$ cat src/logic/rv_decode_params.svh
`ifndef RV_DECODE_PARAMS_SVH
`define RV_DECODE_PARAMS_SVH

`define XLEN        64
`define INST_LEN    32

// opcode[6:2]
`define OP_REG      5'b01100
`define OP_REG_32   5'b01110
`define OP_IMM      5'b00100
`define OP_IMM_32   5'b00110
`define LOAD        5'b00000
`define STORE       5'b01000
`define BRANCH      5'b11000
`define JAL         5'b11011
`define JALR        5'b11001
`define LUI         5'b01101
`define AUIPC       5'b00101

// funct3 of the integer ALU ops
`define F3_ADD_SUB  3'b000
`define F3_SLL      3'b001
`define F3_SLT      3'b010
`define F3_SLTU     3'b011
`define F3_XOR      3'b100
`define F3_SRL_SRA  3'b101
`define F3_OR       3'b110
`define F3_AND      3'b111

// alu control, 5 bits
`define ALU_ADD_64  5'd0
`define ALU_ADD_32  5'd1
`define ALU_SUB_64  5'd2
`define ALU_SUB_32  5'd3
`define ALU_SLL_64  5'd4
`define ALU_SLL_32  5'd5
`define ALU_SRL_64  5'd6
`define ALU_SRL_32  5'd7
`define ALU_SRA_64  5'd8
`define ALU_SRA_32  5'd9
`define ALU_SLT     5'd10
`define ALU_SLTU    5'd11
`define ALU_XOR     5'd12
`define ALU_OR      5'd13
`define ALU_AND     5'd14
`define ALU_SRC2    5'd15

// operand selects
`define SRC1_RS1    1'b0
`define SRC1_PC     1'b1
`define SRC2_RS2    2'b00
`define SRC2_IMM    2'b01
`define SRC2_FOUR   2'b10

// immediate formats, one-hot
`define IMM_I       5'b00001
`define IMM_U       5'b00010
`define IMM_S       5'b00100
`define IMM_J       5'b01000
`define IMM_B       5'b10000

`endif

$ cat src/logic/rv_decode_pkg.sv
`include "rv_decode_params.svh"

package rv_decode_pkg;

    // one data word, register file and pc width
    typedef logic [`XLEN-1:0] xlen_t;

    // raw fetched instruction
    typedef logic [`INST_LEN-1:0] instr_t;

    // architectural register index, x0..x31
    typedef logic [4:0] reg_idx_t;

    // alu operation code carried into EX
    typedef logic [4:0] alu_ctrl_t;

    // second alu operand: rs2, immediate or constant four
    typedef logic [1:0] src2_sel_t;

    // immediate format, one bit per format
    typedef logic [4:0] ext_op_t;

endpackage

$ cat src/logic/decode_stage.sv
`timescale 1ns/1ns

module decode_stage (
    input  logic                     clk,
    input  logic                     arst_n_i,
    input  rv_decode_pkg::xlen_t     pc_i,
    input  rv_decode_pkg::instr_t    instr_i,
    input  rv_decode_pkg::xlen_t     wb_data_i,
    input  rv_decode_pkg::reg_idx_t  wb_rd_i,
    input  logic                     wb_wren_i,
    output logic                     stall_o,
    output rv_decode_pkg::xlen_t     pc_ex_o,
    output rv_decode_pkg::xlen_t     rs1_data_ex_o,
    output rv_decode_pkg::xlen_t     rs2_data_ex_o,
    output rv_decode_pkg::xlen_t     imm_ex_o,
    output logic                     src1_sel_ex_o,
    output rv_decode_pkg::src2_sel_t src2_sel_ex_o,
    output rv_decode_pkg::alu_ctrl_t alu_ctrl_ex_o,
    output rv_decode_pkg::reg_idx_t  rd_ex_o,
    output logic                     is_jal_ex_o,
    output logic                     is_jalr_ex_o,
    output logic                     is_brc_ex_o,
    output logic                     is_load_ex_o,
    output logic                     is_store_ex_o,
    output logic                     wben_ex_o
);

    import rv_decode_pkg::*;

    reg_idx_t  rs1_idx;
    reg_idx_t  rs2_idx;
    reg_idx_t  rd_idx;
    ext_op_t   ext_op;
    logic      src1_sel;
    src2_sel_t src2_sel;
    alu_ctrl_t alu_ctrl;
    logic      is_jal;
    logic      is_jalr;
    logic      is_brc;
    logic      is_load;
    logic      is_store;
    logic      wben;
    xlen_t     rs1_data;
    xlen_t     rs2_data;
    xlen_t     imm;

    instr_decoder u_decoder (
        .instr_i    (instr_i),
        .rs1_idx_o  (rs1_idx),
        .rs2_idx_o  (rs2_idx),
        .rd_idx_o   (rd_idx),
        .ext_op_o   (ext_op),
        .src1_sel_o (src1_sel),
        .src2_sel_o (src2_sel),
        .alu_ctrl_o (alu_ctrl),
        .is_jal_o   (is_jal),
        .is_jalr_o  (is_jalr),
        .is_brc_o   (is_brc),
        .is_load_o  (is_load),
        .is_store_o (is_store),
        .wben_o     (wben)
    );

    imm_gen u_imm_gen (
        .instr_imm_i (instr_i[31:7]),
        .ext_op_i    (ext_op),
        .imm_o       (imm)
    );

    // written by the writeback stage
    reg_file u_reg_file (
        .clk        (clk),
        .arst_n_i   (arst_n_i),
        .rs1_addr_i (rs1_idx),
        .rs2_addr_i (rs2_idx),
        .rs1_data_o (rs1_data),
        .rs2_data_o (rs2_data),
        .wr_addr_i  (wb_rd_i),
        .wr_data_i  (wb_data_i),
        .wr_en_i    (wb_wren_i)
    );

    // compares against the instruction already sitting in EX
    load_use_detect u_hazard (
        .rs1_idx_i    (rs1_idx),
        .rs2_idx_i    (rs2_idx),
        .is_load_ex_i (is_load_ex_o),
        .rd_ex_i      (rd_ex_o),
        .stall_o      (stall_o)
    );

    id_ex_reg u_id_ex (
        .clk           (clk),
        .arst_n_i      (arst_n_i),
        .stall_i       (stall_o),
        .pc_i          (pc_i),
        .rs1_data_i    (rs1_data),
        .rs2_data_i    (rs2_data),
        .imm_i         (imm),
        .src1_sel_i    (src1_sel),
        .src2_sel_i    (src2_sel),
        .alu_ctrl_i    (alu_ctrl),
        .rd_i          (rd_idx),
        .is_jal_i      (is_jal),
        .is_jalr_i     (is_jalr),
        .is_brc_i      (is_brc),
        .is_load_i     (is_load),
        .is_store_i    (is_store),
        .wben_i        (wben),
        .pc_ex_o       (pc_ex_o),
        .rs1_data_ex_o (rs1_data_ex_o),
        .rs2_data_ex_o (rs2_data_ex_o),
        .imm_ex_o      (imm_ex_o),
        .src1_sel_ex_o (src1_sel_ex_o),
        .src2_sel_ex_o (src2_sel_ex_o),
        .alu_ctrl_ex_o (alu_ctrl_ex_o),
        .rd_ex_o       (rd_ex_o),
        .is_jal_ex_o   (is_jal_ex_o),
        .is_jalr_ex_o  (is_jalr_ex_o),
        .is_brc_ex_o   (is_brc_ex_o),
        .is_load_ex_o  (is_load_ex_o),
        .is_store_ex_o (is_store_ex_o),
        .wben_ex_o     (wben_ex_o)
    );

endmodule

$ cat src/logic/id_ex_reg.sv
`timescale 1ns/1ns

module id_ex_reg (
    input  logic                     clk,
    input  logic                     arst_n_i,
    input  logic                     stall_i,
    input  rv_decode_pkg::xlen_t     pc_i,
    input  rv_decode_pkg::xlen_t     rs1_data_i,
    input  rv_decode_pkg::xlen_t     rs2_data_i,
    input  rv_decode_pkg::xlen_t     imm_i,
    input  logic                     src1_sel_i,
    input  rv_decode_pkg::src2_sel_t src2_sel_i,
    input  rv_decode_pkg::alu_ctrl_t alu_ctrl_i,
    input  rv_decode_pkg::reg_idx_t  rd_i,
    input  logic                     is_jal_i,
    input  logic                     is_jalr_i,
    input  logic                     is_brc_i,
    input  logic                     is_load_i,
    input  logic                     is_store_i,
    input  logic                     wben_i,
    output rv_decode_pkg::xlen_t     pc_ex_o,
    output rv_decode_pkg::xlen_t     rs1_data_ex_o,
    output rv_decode_pkg::xlen_t     rs2_data_ex_o,
    output rv_decode_pkg::xlen_t     imm_ex_o,
    output logic                     src1_sel_ex_o,
    output rv_decode_pkg::src2_sel_t src2_sel_ex_o,
    output rv_decode_pkg::alu_ctrl_t alu_ctrl_ex_o,
    output rv_decode_pkg::reg_idx_t  rd_ex_o,
    output logic                     is_jal_ex_o,
    output logic                     is_jalr_ex_o,
    output logic                     is_brc_ex_o,
    output logic                     is_load_ex_o,
    output logic                     is_store_ex_o,
    output logic                     wben_ex_o
);

    // operands and selects, meaningless inside a bubble
    always_ff @(posedge clk or negedge arst_n_i) begin
        if (!arst_n_i) begin
            pc_ex_o       <= '0;
            rs1_data_ex_o <= '0;
            rs2_data_ex_o <= '0;
            imm_ex_o      <= '0;
            src1_sel_ex_o <= 1'b0;
            src2_sel_ex_o <= '0;
            alu_ctrl_ex_o <= '0;
        end else begin
            pc_ex_o       <= pc_i;
            rs1_data_ex_o <= rs1_data_i;
            rs2_data_ex_o <= rs2_data_i;
            imm_ex_o      <= imm_i;
            src1_sel_ex_o <= src1_sel_i;
            src2_sel_ex_o <= src2_sel_i;
            alu_ctrl_ex_o <= alu_ctrl_i;
        end
    end

    // control side, stall turns the slot into a bubble
    always_ff @(posedge clk or negedge arst_n_i) begin
        if (!arst_n_i) begin
            rd_ex_o       <= '0;
            is_jal_ex_o   <= 1'b0;
            is_jalr_ex_o  <= 1'b0;
            is_brc_ex_o   <= 1'b0;
            is_load_ex_o  <= 1'b0;
            is_store_ex_o <= 1'b0;
            wben_ex_o     <= 1'b0;
        end else if (stall_i) begin
            rd_ex_o       <= '0;
            is_jal_ex_o   <= 1'b0;
            is_jalr_ex_o  <= 1'b0;
            is_brc_ex_o   <= 1'b0;
            is_load_ex_o  <= 1'b0;
            is_store_ex_o <= 1'b0;
            wben_ex_o     <= 1'b0;
        end else begin
            rd_ex_o       <= rd_i;
            is_jal_ex_o   <= is_jal_i;
            is_jalr_ex_o  <= is_jalr_i;
            is_brc_ex_o   <= is_brc_i;
            is_load_ex_o  <= is_load_i;
            is_store_ex_o <= is_store_i;
            wben_ex_o     <= wben_i;
        end
    end

endmodule

$ cat src/logic/imm_gen.sv
`timescale 1ns/1ns
`include "rv_decode_params.svh"

module imm_gen (
    input  logic [31:7]            instr_imm_i,
    input  rv_decode_pkg::ext_op_t ext_op_i,
    output rv_decode_pkg::xlen_t   imm_o
);

    logic sign;

    // every format takes its sign from instruction bit 31
    assign sign = instr_imm_i[31];

    always_comb begin
        case (ext_op_i)
            `IMM_I: imm_o = {{(`XLEN-12){sign}}, instr_imm_i[31:20]};
            `IMM_S: imm_o = {{(`XLEN-12){sign}}, instr_imm_i[31:25], instr_imm_i[11:7]};
            `IMM_U: imm_o = {{(`XLEN-32){sign}}, instr_imm_i[31:12], 12'h000};
            // branch offset, bit 0 always zero
            `IMM_B: imm_o = {{(`XLEN-12){sign}}, instr_imm_i[7], instr_imm_i[30:25],
                             instr_imm_i[11:8], 1'b0};
            // jump offset, bit 0 always zero
            `IMM_J: imm_o = {{(`XLEN-20){sign}}, instr_imm_i[19:12], instr_imm_i[20],
                             instr_imm_i[30:21], 1'b0};
            default: imm_o = '0;
        endcase
    end

endmodule

$ cat src/logic/instr_decoder.sv
`timescale 1ns/1ns
`include "rv_decode_params.svh"

module instr_decoder (
    input  rv_decode_pkg::instr_t    instr_i,
    output rv_decode_pkg::reg_idx_t  rs1_idx_o,
    output rv_decode_pkg::reg_idx_t  rs2_idx_o,
    output rv_decode_pkg::reg_idx_t  rd_idx_o,
    output rv_decode_pkg::ext_op_t   ext_op_o,
    output logic                     src1_sel_o,
    output rv_decode_pkg::src2_sel_t src2_sel_o,
    output rv_decode_pkg::alu_ctrl_t alu_ctrl_o,
    output logic                     is_jal_o,
    output logic                     is_jalr_o,
    output logic                     is_brc_o,
    output logic                     is_load_o,
    output logic                     is_store_o,
    output logic                     wben_o
);

    import rv_decode_pkg::*;

    logic [4:0] opcode;
    logic [2:0] funct3;
    logic       alt;
    logic       word_op;
    logic       writes_rd;
    reg_idx_t   rs1_fld;
    reg_idx_t   rs2_fld;
    reg_idx_t   rd_fld;

    assign opcode  = instr_i[6:2];
    assign funct3  = instr_i[14:12];
    assign alt     = instr_i[30];
    // opcode bit 3 marks the W forms
    assign word_op = instr_i[3];
    assign rs1_fld = instr_i[19:15];
    assign rs2_fld = instr_i[24:20];
    assign rd_fld  = instr_i[11:7];

    // shared by register and immediate forms
    // sub only exists in the register form, bit 30 is part of the immediate otherwise
    function automatic alu_ctrl_t funct_to_alu(input logic [2:0] f3, input logic alt_bit,
                                               input logic word, input logic reg_form);
        alu_ctrl_t ctrl;
        ctrl = `ALU_ADD_64;
        case (f3)
            `F3_ADD_SUB: begin
                if (alt_bit && reg_form) begin
                    ctrl = word ? `ALU_SUB_32 : `ALU_SUB_64;
                end else begin
                    ctrl = word ? `ALU_ADD_32 : `ALU_ADD_64;
                end
            end
            `F3_SLL:  ctrl = word ? `ALU_SLL_32 : `ALU_SLL_64;
            `F3_SLT:  ctrl = `ALU_SLT;
            `F3_SLTU: ctrl = `ALU_SLTU;
            `F3_XOR:  ctrl = `ALU_XOR;
            `F3_SRL_SRA: begin
                if (alt_bit) begin
                    ctrl = word ? `ALU_SRA_32 : `ALU_SRA_64;
                end else begin
                    ctrl = word ? `ALU_SRL_32 : `ALU_SRL_64;
                end
            end
            `F3_OR:   ctrl = `ALU_OR;
            default:  ctrl = `ALU_AND;
        endcase
        return ctrl;
    endfunction

    always_comb begin
        rs1_idx_o  = '0;
        rs2_idx_o  = '0;
        ext_op_o   = '0;
        src1_sel_o = `SRC1_RS1;
        src2_sel_o = `SRC2_RS2;
        alu_ctrl_o = `ALU_ADD_64;
        is_jal_o   = 1'b0;
        is_jalr_o  = 1'b0;
        is_brc_o   = 1'b0;
        is_load_o  = 1'b0;
        is_store_o = 1'b0;
        writes_rd  = 1'b0;
        case (opcode)
            `OP_REG, `OP_REG_32: begin
                rs1_idx_o  = rs1_fld;
                rs2_idx_o  = rs2_fld;
                alu_ctrl_o = funct_to_alu(funct3, alt, word_op, 1'b1);
                writes_rd  = 1'b1;
            end
            `OP_IMM, `OP_IMM_32: begin
                rs1_idx_o  = rs1_fld;
                ext_op_o   = `IMM_I;
                src2_sel_o = `SRC2_IMM;
                alu_ctrl_o = funct_to_alu(funct3, alt, word_op, 1'b0);
                writes_rd  = 1'b1;
            end
            `LOAD: begin
                rs1_idx_o  = rs1_fld;
                ext_op_o   = `IMM_I;
                src2_sel_o = `SRC2_IMM;
                is_load_o  = 1'b1;
                writes_rd  = 1'b1;
            end
            `STORE: begin
                rs1_idx_o  = rs1_fld;
                rs2_idx_o  = rs2_fld;
                ext_op_o   = `IMM_S;
                src2_sel_o = `SRC2_IMM;
                is_store_o = 1'b1;
            end
            `BRANCH: begin
                rs1_idx_o = rs1_fld;
                rs2_idx_o = rs2_fld;
                ext_op_o  = `IMM_B;
                is_brc_o  = 1'b1;
            end
            // link value is pc + 4, target is resolved further down
            `JAL: begin
                ext_op_o   = `IMM_J;
                src1_sel_o = `SRC1_PC;
                src2_sel_o = `SRC2_FOUR;
                is_jal_o   = 1'b1;
                writes_rd  = 1'b1;
            end
            `JALR: begin
                rs1_idx_o  = rs1_fld;
                ext_op_o   = `IMM_I;
                src1_sel_o = `SRC1_PC;
                src2_sel_o = `SRC2_FOUR;
                is_jalr_o  = 1'b1;
                writes_rd  = 1'b1;
            end
            `LUI: begin
                ext_op_o   = `IMM_U;
                src2_sel_o = `SRC2_IMM;
                alu_ctrl_o = `ALU_SRC2;
                writes_rd  = 1'b1;
            end
            `AUIPC: begin
                ext_op_o   = `IMM_U;
                src1_sel_o = `SRC1_PC;
                src2_sel_o = `SRC2_IMM;
                writes_rd  = 1'b1;
            end
            // csr, system and unknown opcodes fall through as a no-op
            default: begin
                writes_rd = 1'b0;
            end
        endcase
        rd_idx_o = writes_rd ? rd_fld : '0;
        wben_o   = writes_rd && (rd_fld != '0);
    end

endmodule

$ cat src/logic/load_use_detect.sv
`timescale 1ns/1ns

module load_use_detect (
    input  rv_decode_pkg::reg_idx_t rs1_idx_i,
    input  rv_decode_pkg::reg_idx_t rs2_idx_i,
    input  logic                    is_load_ex_i,
    input  rv_decode_pkg::reg_idx_t rd_ex_i,
    output logic                    stall_o
);

    logic rs1_hit;
    logic rs2_hit;
    logic load_pending;

    // a load into x0 never produces a value worth waiting for
    assign load_pending = is_load_ex_i && (rd_ex_i != '0);

    // unused sources come in as x0 from the decoder
    assign rs1_hit = (rs1_idx_i == rd_ex_i);
    assign rs2_hit = (rs2_idx_i == rd_ex_i);

    assign stall_o = load_pending && (rs1_hit || rs2_hit);

endmodule

$ cat src/logic/reg_file.sv
`timescale 1ns/1ns

module reg_file (
    input  logic                    clk,
    input  logic                    arst_n_i,
    input  rv_decode_pkg::reg_idx_t rs1_addr_i,
    input  rv_decode_pkg::reg_idx_t rs2_addr_i,
    output rv_decode_pkg::xlen_t    rs1_data_o,
    output rv_decode_pkg::xlen_t    rs2_data_o,
    input  rv_decode_pkg::reg_idx_t wr_addr_i,
    input  rv_decode_pkg::xlen_t    wr_data_i,
    input  logic                    wr_en_i
);

    import rv_decode_pkg::*;

    xlen_t regs [32];

    // writeback port skips x0 so it keeps its reset value of zero
    always_ff @(posedge clk or negedge arst_n_i) begin
        if (!arst_n_i) begin
            for (int i = 0; i < 32; i++) begin
                regs[i] <= '0;
            end
        end else if (wr_en_i && (wr_addr_i != '0)) begin
            regs[wr_addr_i] <= wr_data_i;
        end
    end

    // no bypass so a write shows up only after the edge
    assign rs1_data_o = regs[rs1_addr_i];
    assign rs2_data_o = regs[rs2_addr_i];

endmodule

$ cat config.mk
export PLATFORM = sky130hd
export DESIGN_NAME = decode_stage
export DESIGN_NICKNAME = d
export VERILOG_FILES = /design/src/logic/rv_decode_pkg.sv /design/src/logic/decode_stage.sv /design/src/logic/id_ex_reg.sv /design/src/logic/imm_gen.sv /design/src/logic/instr_decoder.sv /design/src/logic/load_use_detect.sv /design/src/logic/reg_file.sv
export VERILOG_INCLUDE_DIRS = /design/src /design/src/logic
export SDC_FILE = /design/constraint.sdc
export NUM_CORES = 2
export LEC_CHECK = 0
export BUFFER_PORTS_ARGS = -buffer_cell sky130_fd_sc_hd__buf_2
export CORE_MARGIN = 2
export CORE_UTILIZATION = 40
export DETAILED_ROUTE_END_ITERATION = 12
export SLEW_MARGIN = 20
export SYNTH_ARGS = -nofsm -noshare
export SYNTH_HDL_FRONTEND = slang
export SYNTH_HIERARCHICAL = 1
export SYNTH_SLANG_ARGS = --single-unit
$ cat constraint.sdc
create_clock -name clk -period 3.3 [get_ports clk]
set_input_delay 0.66 -clock clk [delete_from_list [all_inputs] [get_ports clk]]
set_output_delay 0.66 -clock clk [all_outputs]
set_load 0.02 [all_outputs]
; ---- Word level (Yosys, flattened, before mapping)
; Cells that the tools add are included.
[classes]
bitwise = 3
n_mux = 39
n_eq_ne = 23
order_cmp = 4
n_reduce_logical = 21
[op_table]
columns = op, count
row1 = bitwise mux 2048 bit, 1
row2 = binary-select mux 64 bit (select 5 bit), 2
row3 = demux 64 bit (select 5 bit), 1
row4 = 2-to-1 mux 64 bit, 5
row5 = one-hot mux 64 bit (5 select lines), 1
row6 = one-hot mux 5 bit (7 select lines), 2
row7 = 2-to-1 mux 5 bit, 6
row8 = "equality test 5 x 4 -> 1 bit, second input constant", 5
row9 = one-hot mux 5 bit (5 select lines), 1
row10 = "equality test 5 x 3 -> 1 bit, second input constant", 4
row11 = "equality test 5 bit, second input constant", 4
row12 = ">= comparator 6 bit, second input constant", 3
row13 = 2-to-1 mux 1 bit, 18
row14 = NOT 5 -> 6 bit, 3
row15 = one-hot mux 5 bit (3 select lines), 1
row16 = nonzero test 5 bit, 3
row17 = equality test 5 bit, 2
row18 = "equality test 3 bit, second input constant", 3
row19 = OR reduction 9 bit, 1
row20 = OR reduction 2 bit, 4
row21 = OR reduction 4 bit, 2
row22 = OR reduction 8 bit, 1
row23 = "equality test 3 x 2 -> 1 bit, second input constant", 2
row24 = "less-than comparator 6 x 1 -> 1 bit, second input constant", 1
row25 = other kinds (10), 14
[totals]
elab_cells = 136
reg_bits = 2323
in_bits = 168

; ---- Longest topological paths before layout
[logic_depth]
ltp_word = 7
ltp_mapped = 13
depth_no_buf = 8

; ---- Cells and area by module
; The synthesis kept the hierarchy.
[by_module_without_submodules]
columns = mod, area_per_inst_um2, n_inst, cells_each
row1 = reg_file, 108292.6, 1, 7749
row2 = id_ex_reg, 6999.2, 1, 287
row3 = imm_gen, 814.5, 1, 117
row4 = instr_decoder, 538.0, 1, 75
row5 = load_use_detect, 125.1, 1, 17

; ---- Worst setup path after synthesis
; Ideal clock, no wire load.
[synth_timing]
path_kind = input port to flip-flop
start = in instr_i[4]
end = reg u_id_ex.imm_ex_o[32]
path_buffers = 4
cell_stages = 8
arrival_ns = 3.386
path_slack_ns = -0.157
path_cell_list = buf_4 and2b_2 and3_1 buf_2 clkbuf_1 nand3b_1 a31oi_1 buf_4
[synth_between]
elab_chain_cells = 5
word_cells_on_any_way = 18
classes_between = eq/ne: 13 / mux: 2 / reduce/logical: 3
[synth_rtl]
columns = item, line
row1 = "start, declared", decode_stage.sv:7  ; input rv_decode_pkg::instr_t instr_i,
row2 = "equality test 5 bit, or another cell as far along", instr_decoder.sv:85  ; case (opcode)
row3 = OR reduction 4 bit (no source line) or OR reduction 2 bit (tied branches), n/a
row4 = one-hot mux 5 bit (5 select lines) *, instr_decoder.sv:85
row5 = via ext_op[1], decode_stage.sv:33  ; ext_op_t ext_op;
row6 = "equality test 5 x 4 -> 1 bit, or another cell as far along", imm_gen.sv:16  ; case (ext_op_i)
row7 = one-hot mux 64 bit (5 select lines) *, imm_gen.sv:16
row8 = via imm[32], decode_stage.sv:45  ; xlen_t imm;
row9 = "end signal, assigned", id_ex_reg.sv:51  ; imm_ex_o <= imm_i;
row10 = "end, declared", id_ex_reg.sv:24  ; output rv_decode_pkg::xlen_t imm_ex_o,
; The timed path passes the listed nets; every way through them passes the cells marked *.
; A chain may end at the register's enable or synchronous reset.

; ---- Worst setup path in the final report
[layout_timing]
start = in instr_i[19]
end = out stall_o
[layout_between]
elab_chain_cells = 4
[layout_rtl]
columns = item, line
row1 = 2-to-1 mux 5 bit, instr_decoder.sv:85
row2 = via rs1_idx[4], decode_stage.sv:30  ; reg_idx_t rs1_idx;
row3 = equality test 5 bit, load_use_detect.sv:19  ; assign rs1_hit = (rs1_idx_i == rd_ex_i);
row4 = logical OR 1 bit, load_use_detect.sv:22  ; assign stall_o = load_pending && (rs1_hit || rs2_hit);
row5 = logical AND 1 bit, load_use_detect.sv:22
row6 = "end, declared", decode_stage.sv:11  ; output logic stall_o,
; The timed path passes the listed nets, and every way through them passes these cells.

==> summary.txt <==
Critical path
  • Cell family with most CP delay: buffers and inverters
  • Crit-path most repeated cell: buf_2
  • Arr. time, crit path: 2.56 ns
  • Setup crit end kind: output port
  • Crit path buf inv count: 4
  • Max stage delay cell, worst path: dlygate4sd3_1
  • CP cell instances: dlygate4sd3_1 > buf_2 > nor2b_4 > buf_12 > xor2_1 > nor3_1 > nand3_1 > a21oi_1 > buf_2
  • CP startpoint kind: primary input
  • Crit-path max FO: 4
  • CP peak stage delay: 0.53 ns
  • FF-to-FF setup slack: 1.41 ns
  • Worst path required time: 2.64 ns
  • Crit path kind: primary input to output port

Status
  • Status: complete, no violations

Synth
  • Largest family of logic cells by synthesized area: multiplexers
  • Synthesis warning total: 6
  • Yosys cell types: 74
  • Yosys reg bits: 2323
  • Multiplexer share of the synthesized area: 0.3789
  • Synthesized area per cell: 14.16 sq um
  • Synth Instances: 8245
  • EDFF count, synth: 0
  • Sequential element share of the synthesized area: 0.4978
  • Synth Area in XOR/XNOR: 0.001275
  • Primary FF master, synth: dfrtp_1
  • Adder-cell share of the synthesized area: 0
  • Syn_nets: 8413
  • Share of synthesized flip-flops with an asynchronous set or reset: 1.000
  • Compound-Gate Fraction of Synth Area: 0.05060
  • Post-Synth Simple-Gate Area: 0.03228
  • Post-synthesis cell area: 116800 sq um

STA
  • RSZ-0062 raised after global routing: false
  • Final hold violations: 0
  • Period utilization: 0.9769
  • Actual slew at the worst max-slew pin: 0.9700 ns
  • Fin crit period: 3.224 ns
  • Endpoints failing setup: 0
  • Slew margin rel.: 0.3533
  • Worst Skew: 0.05249 ns
  • Pins Over Slew Limit: 0
  • Highest Clock Rate: 310.2 MHz

Final layout
  • Commonest non-fill, non-tap cell in the layout: dfrtp_1
  • Final Util: 0.4779
  • Fill count: 25140
  • Commonest non-fill, non-tap cells in the layout: 2323 x dfrtp_1, 1941 x mux2_2, 941 x mux2i_1
  • Layout cell share with drive strength beyond 1: 0.4622
  • Area grow syn2layout: 18.94%
  • Final nets: 8970

GRT
  • Largest net degree at the start of global routing: 154
  • Vias in the first global route: 83520
  • Gr ovfl total: 0
  • Global-route wire length before repair: 623000 microns
  • Initial antenna violation count: 48
  • Overall Global Routing Usage: 0.2923

CTS
  • Clk pin slew, worst setup/hold paths: 0.06 ns
  • Num CTS Buffers: 276
  • Htree depth: 5
  • Post-CTS sizing: 0
  • CTS hold repair buffers: 82
  • CTS Sinks: 2323
  • Setup bufs post-CTS: 0
  • Deepest clock path buffer count: 4
  • CTS tree: yes
  • Clk root buf: clkbuf_16
  • Skew-Pair Late Insertion Delay: 0.94 ns

Die
  • Die Ht: 544.3 microns
  • Horiz. Die Dim: 544.3 microns
  • Die ar.: 296300 sq um
  • Core area: 290600 sq um
  • Initial Utilization: 0.4018
  • Top Ports: 444
  • Site Rows: 198

Detailed routing
  • Vias per inst: 6.276
  • DR pass1 iterations: 6
  • Initial DRC count: 8962
  • Drt wl/cell: 33.94 microns
  • Final ANT Viol Nets: 0
  • DR vias: 81250
  • Final WL: 439400 microns
  • Residual DRC: 0

Place
  • Final GP Congestion: 0.8688
  • Port Buffers: 441
  • Post-DP HPWL: 270400 microns

Job
  • Max_cap viols: 0

Hold path
  • Worst Hold Class: primary input to flop

Pwr
  • Max VDD drop: 0.5184 mV
  • Pleak: 59.47 nW
  • Overall Power: 83.52 mW
  • Pwr dens: 601.4 nW/um^2
[registers in the layout (all words and copies together), names as in the netlist]
name,count
u_id_ex/is_jalr_ex_o,1
u_id_ex/src2_sel_ex_o,2
u_id_ex/rs2_data_ex_o,64
u_id_ex/alu_ctrl_ex_o,5
u_id_ex/rs1_data_ex_o,64
u_id_ex/imm_ex_o,64
u_id_ex/src1_sel_ex_o,1
u_reg_file/regs,2048
u_id_ex/is_store_ex_o,1
u_id_ex/is_brc_ex_o,1
u_id_ex/rd_ex_o,5
u_id_ex/wben_ex_o,1
u_id_ex/pc_ex_o,64
u_id_ex/is_load_ex_o,1
u_id_ex/is_jal_ex_o,1
[worst paths after layout]
check,startpoint,endpoint,cells after the start
worst max-delay path,instr_i[19],stall_o,9
worst min-delay path,instr_i[22],u_id_ex/imm_ex_o[2],2
worst max register to register,u_id_ex/rd_ex_o[0],u_id_ex/rd_ex_o[2],6
worst min register to register,u_reg_file/regs[2032],u_reg_file/regs[2032],0
max in group asynchronous,arst_n_i,u_reg_file/regs[230],3
min in group asynchronous,arst_n_i,u_reg_file/regs[264],2
[area by class of cell]
type                       count  area, sq um  area share
clock inverter               101         1335    0.009612
multi-input combinational   4996        54590      0.3931
timing repair buffer        1188        11700     0.08425
antenna                       28        70.07   0.0005045
sequential                  2323        58130      0.4185
clock buffer                 394         8113     0.05841
inverter                      17        63.81   0.0004594
tap                         3900         4880     0.03513
[cells in the mapped netlist, types with 5 or more instances]
| library cell | count | share of area |
|---|---|---|
| mux4_2 | 554 | 0.11 |
| o211ai_1 | 14 | 0.00090 |
| mux2i_1 | 941 | 0.081 |
| a22o_1 | 18 | 0.0014 |
| nor2_1 | 34 | 0.0011 |
| nor3_1 | 8 | 0.00034 |
| clkbuf_1 | 422 | 0.014 |
| buf_1 | 21 | 0.00068 |
| buf_2 | 334 | 0.014 |
| nor2b_1 | 35 | 0.0019 |
| xnor2_1 | 9 | 0.00068 |
| nand3_1 | 242 | 0.010 |
| buf_4 | 85 | 0.0055 |
| nand2b_1 | 5 | 0.00027 |
| and3_1 | 6 | 0.00032 |
| nor2_2 | 8 | 0.00043 |
| mux2_2 | 1941 | 0.19 |
| buf_6 | 46 | 0.0044 |
| nor3b_2 | 5 | 0.00054 |
| xor2_1 | 8 | 0.00060 |
| a21oi_1 | 113 | 0.0048 |
| and3b_1 | 8 | 0.00060 |
| o21ai_0 | 5 | 0.00021 |
| dfrtp_1 | 2323 | 0.50 |
| a22oi_1 | 616 | 0.040 |
| a211oi_1 | 6 | 0.00039 |
| a21o_1 | 8 | 0.00051 |
| nor2b_2 | 8 | 0.00060 |
| mux2_1 | 44 | 0.0042 |
| nand2_2 | 6 | 0.00032 |
| a21boi_1 | 5 | 0.00032 |
| nand4_1 | 116 | 0.0062 |
| nand2_1 | 135 | 0.0043 |
| inv_1 | 17 | 0.00055 |
| a31oi_1 | 19 | 0.0010 |
| and2_1 | 18 | 0.00096 |
[where the power goes]
group | leakage [nW] | switching (mW) | internal [mW] | total [mW]
registers | 29.8 | 3.89 | 33.5 | 37.4
logic | 25.0 | 6.16 | 7.87 | 14.0
clock network | 4.67 | 12.9 | 19.2 | 32.1
total | 59.5 | 23.0 | 60.6 | 83.5
[through the flow]
step	hold slack [ns]	cell area, sq um	cells	setup slack, ns	TNS [ns]
finish	0.03573	138900	12950	0.07633	0
global route	0.02924	138800	12930	0.02258	0
CTS	0.0005730	138800	12920	0.07954	0
detailed placement	0.3865	128500	12340	-0.3286	-1.414
global placement	0.3767	128500	12340	-0.3169	-1.123
floorplan	0.3644	116800	8245	0.3722	0
[worst register-to-register path, stage by stage (launching register included)]
cell     delay [ns]
dfrtp_1        0.44
xor2_1         0.18
nor3_1         0.21
nand3_1        0.12
a21oi_1        0.30
buf_4          0.28
and2b_2        0.25
[kinds of logic after synthesis]
logic type             Yosys count
flip-flops                    2323
XOR/XNOR                        17
multiplexers                  3480
buffers and inverters          926
AND/OR/NAND/NOR                678
other                            1
AO/OA/AOI/OAI                  820
[metal layers]
layer,track usage,up-vias,share of wire
li1,-,32390,-
met1,0.3889,43700,0.40
met2,0.4533,4114,0.46
met3,0.06143,1028,0.085
met4,0.1437,16,0.051
met5,0.0009740,-,0.00022
(Power assumes the default switching activity.)
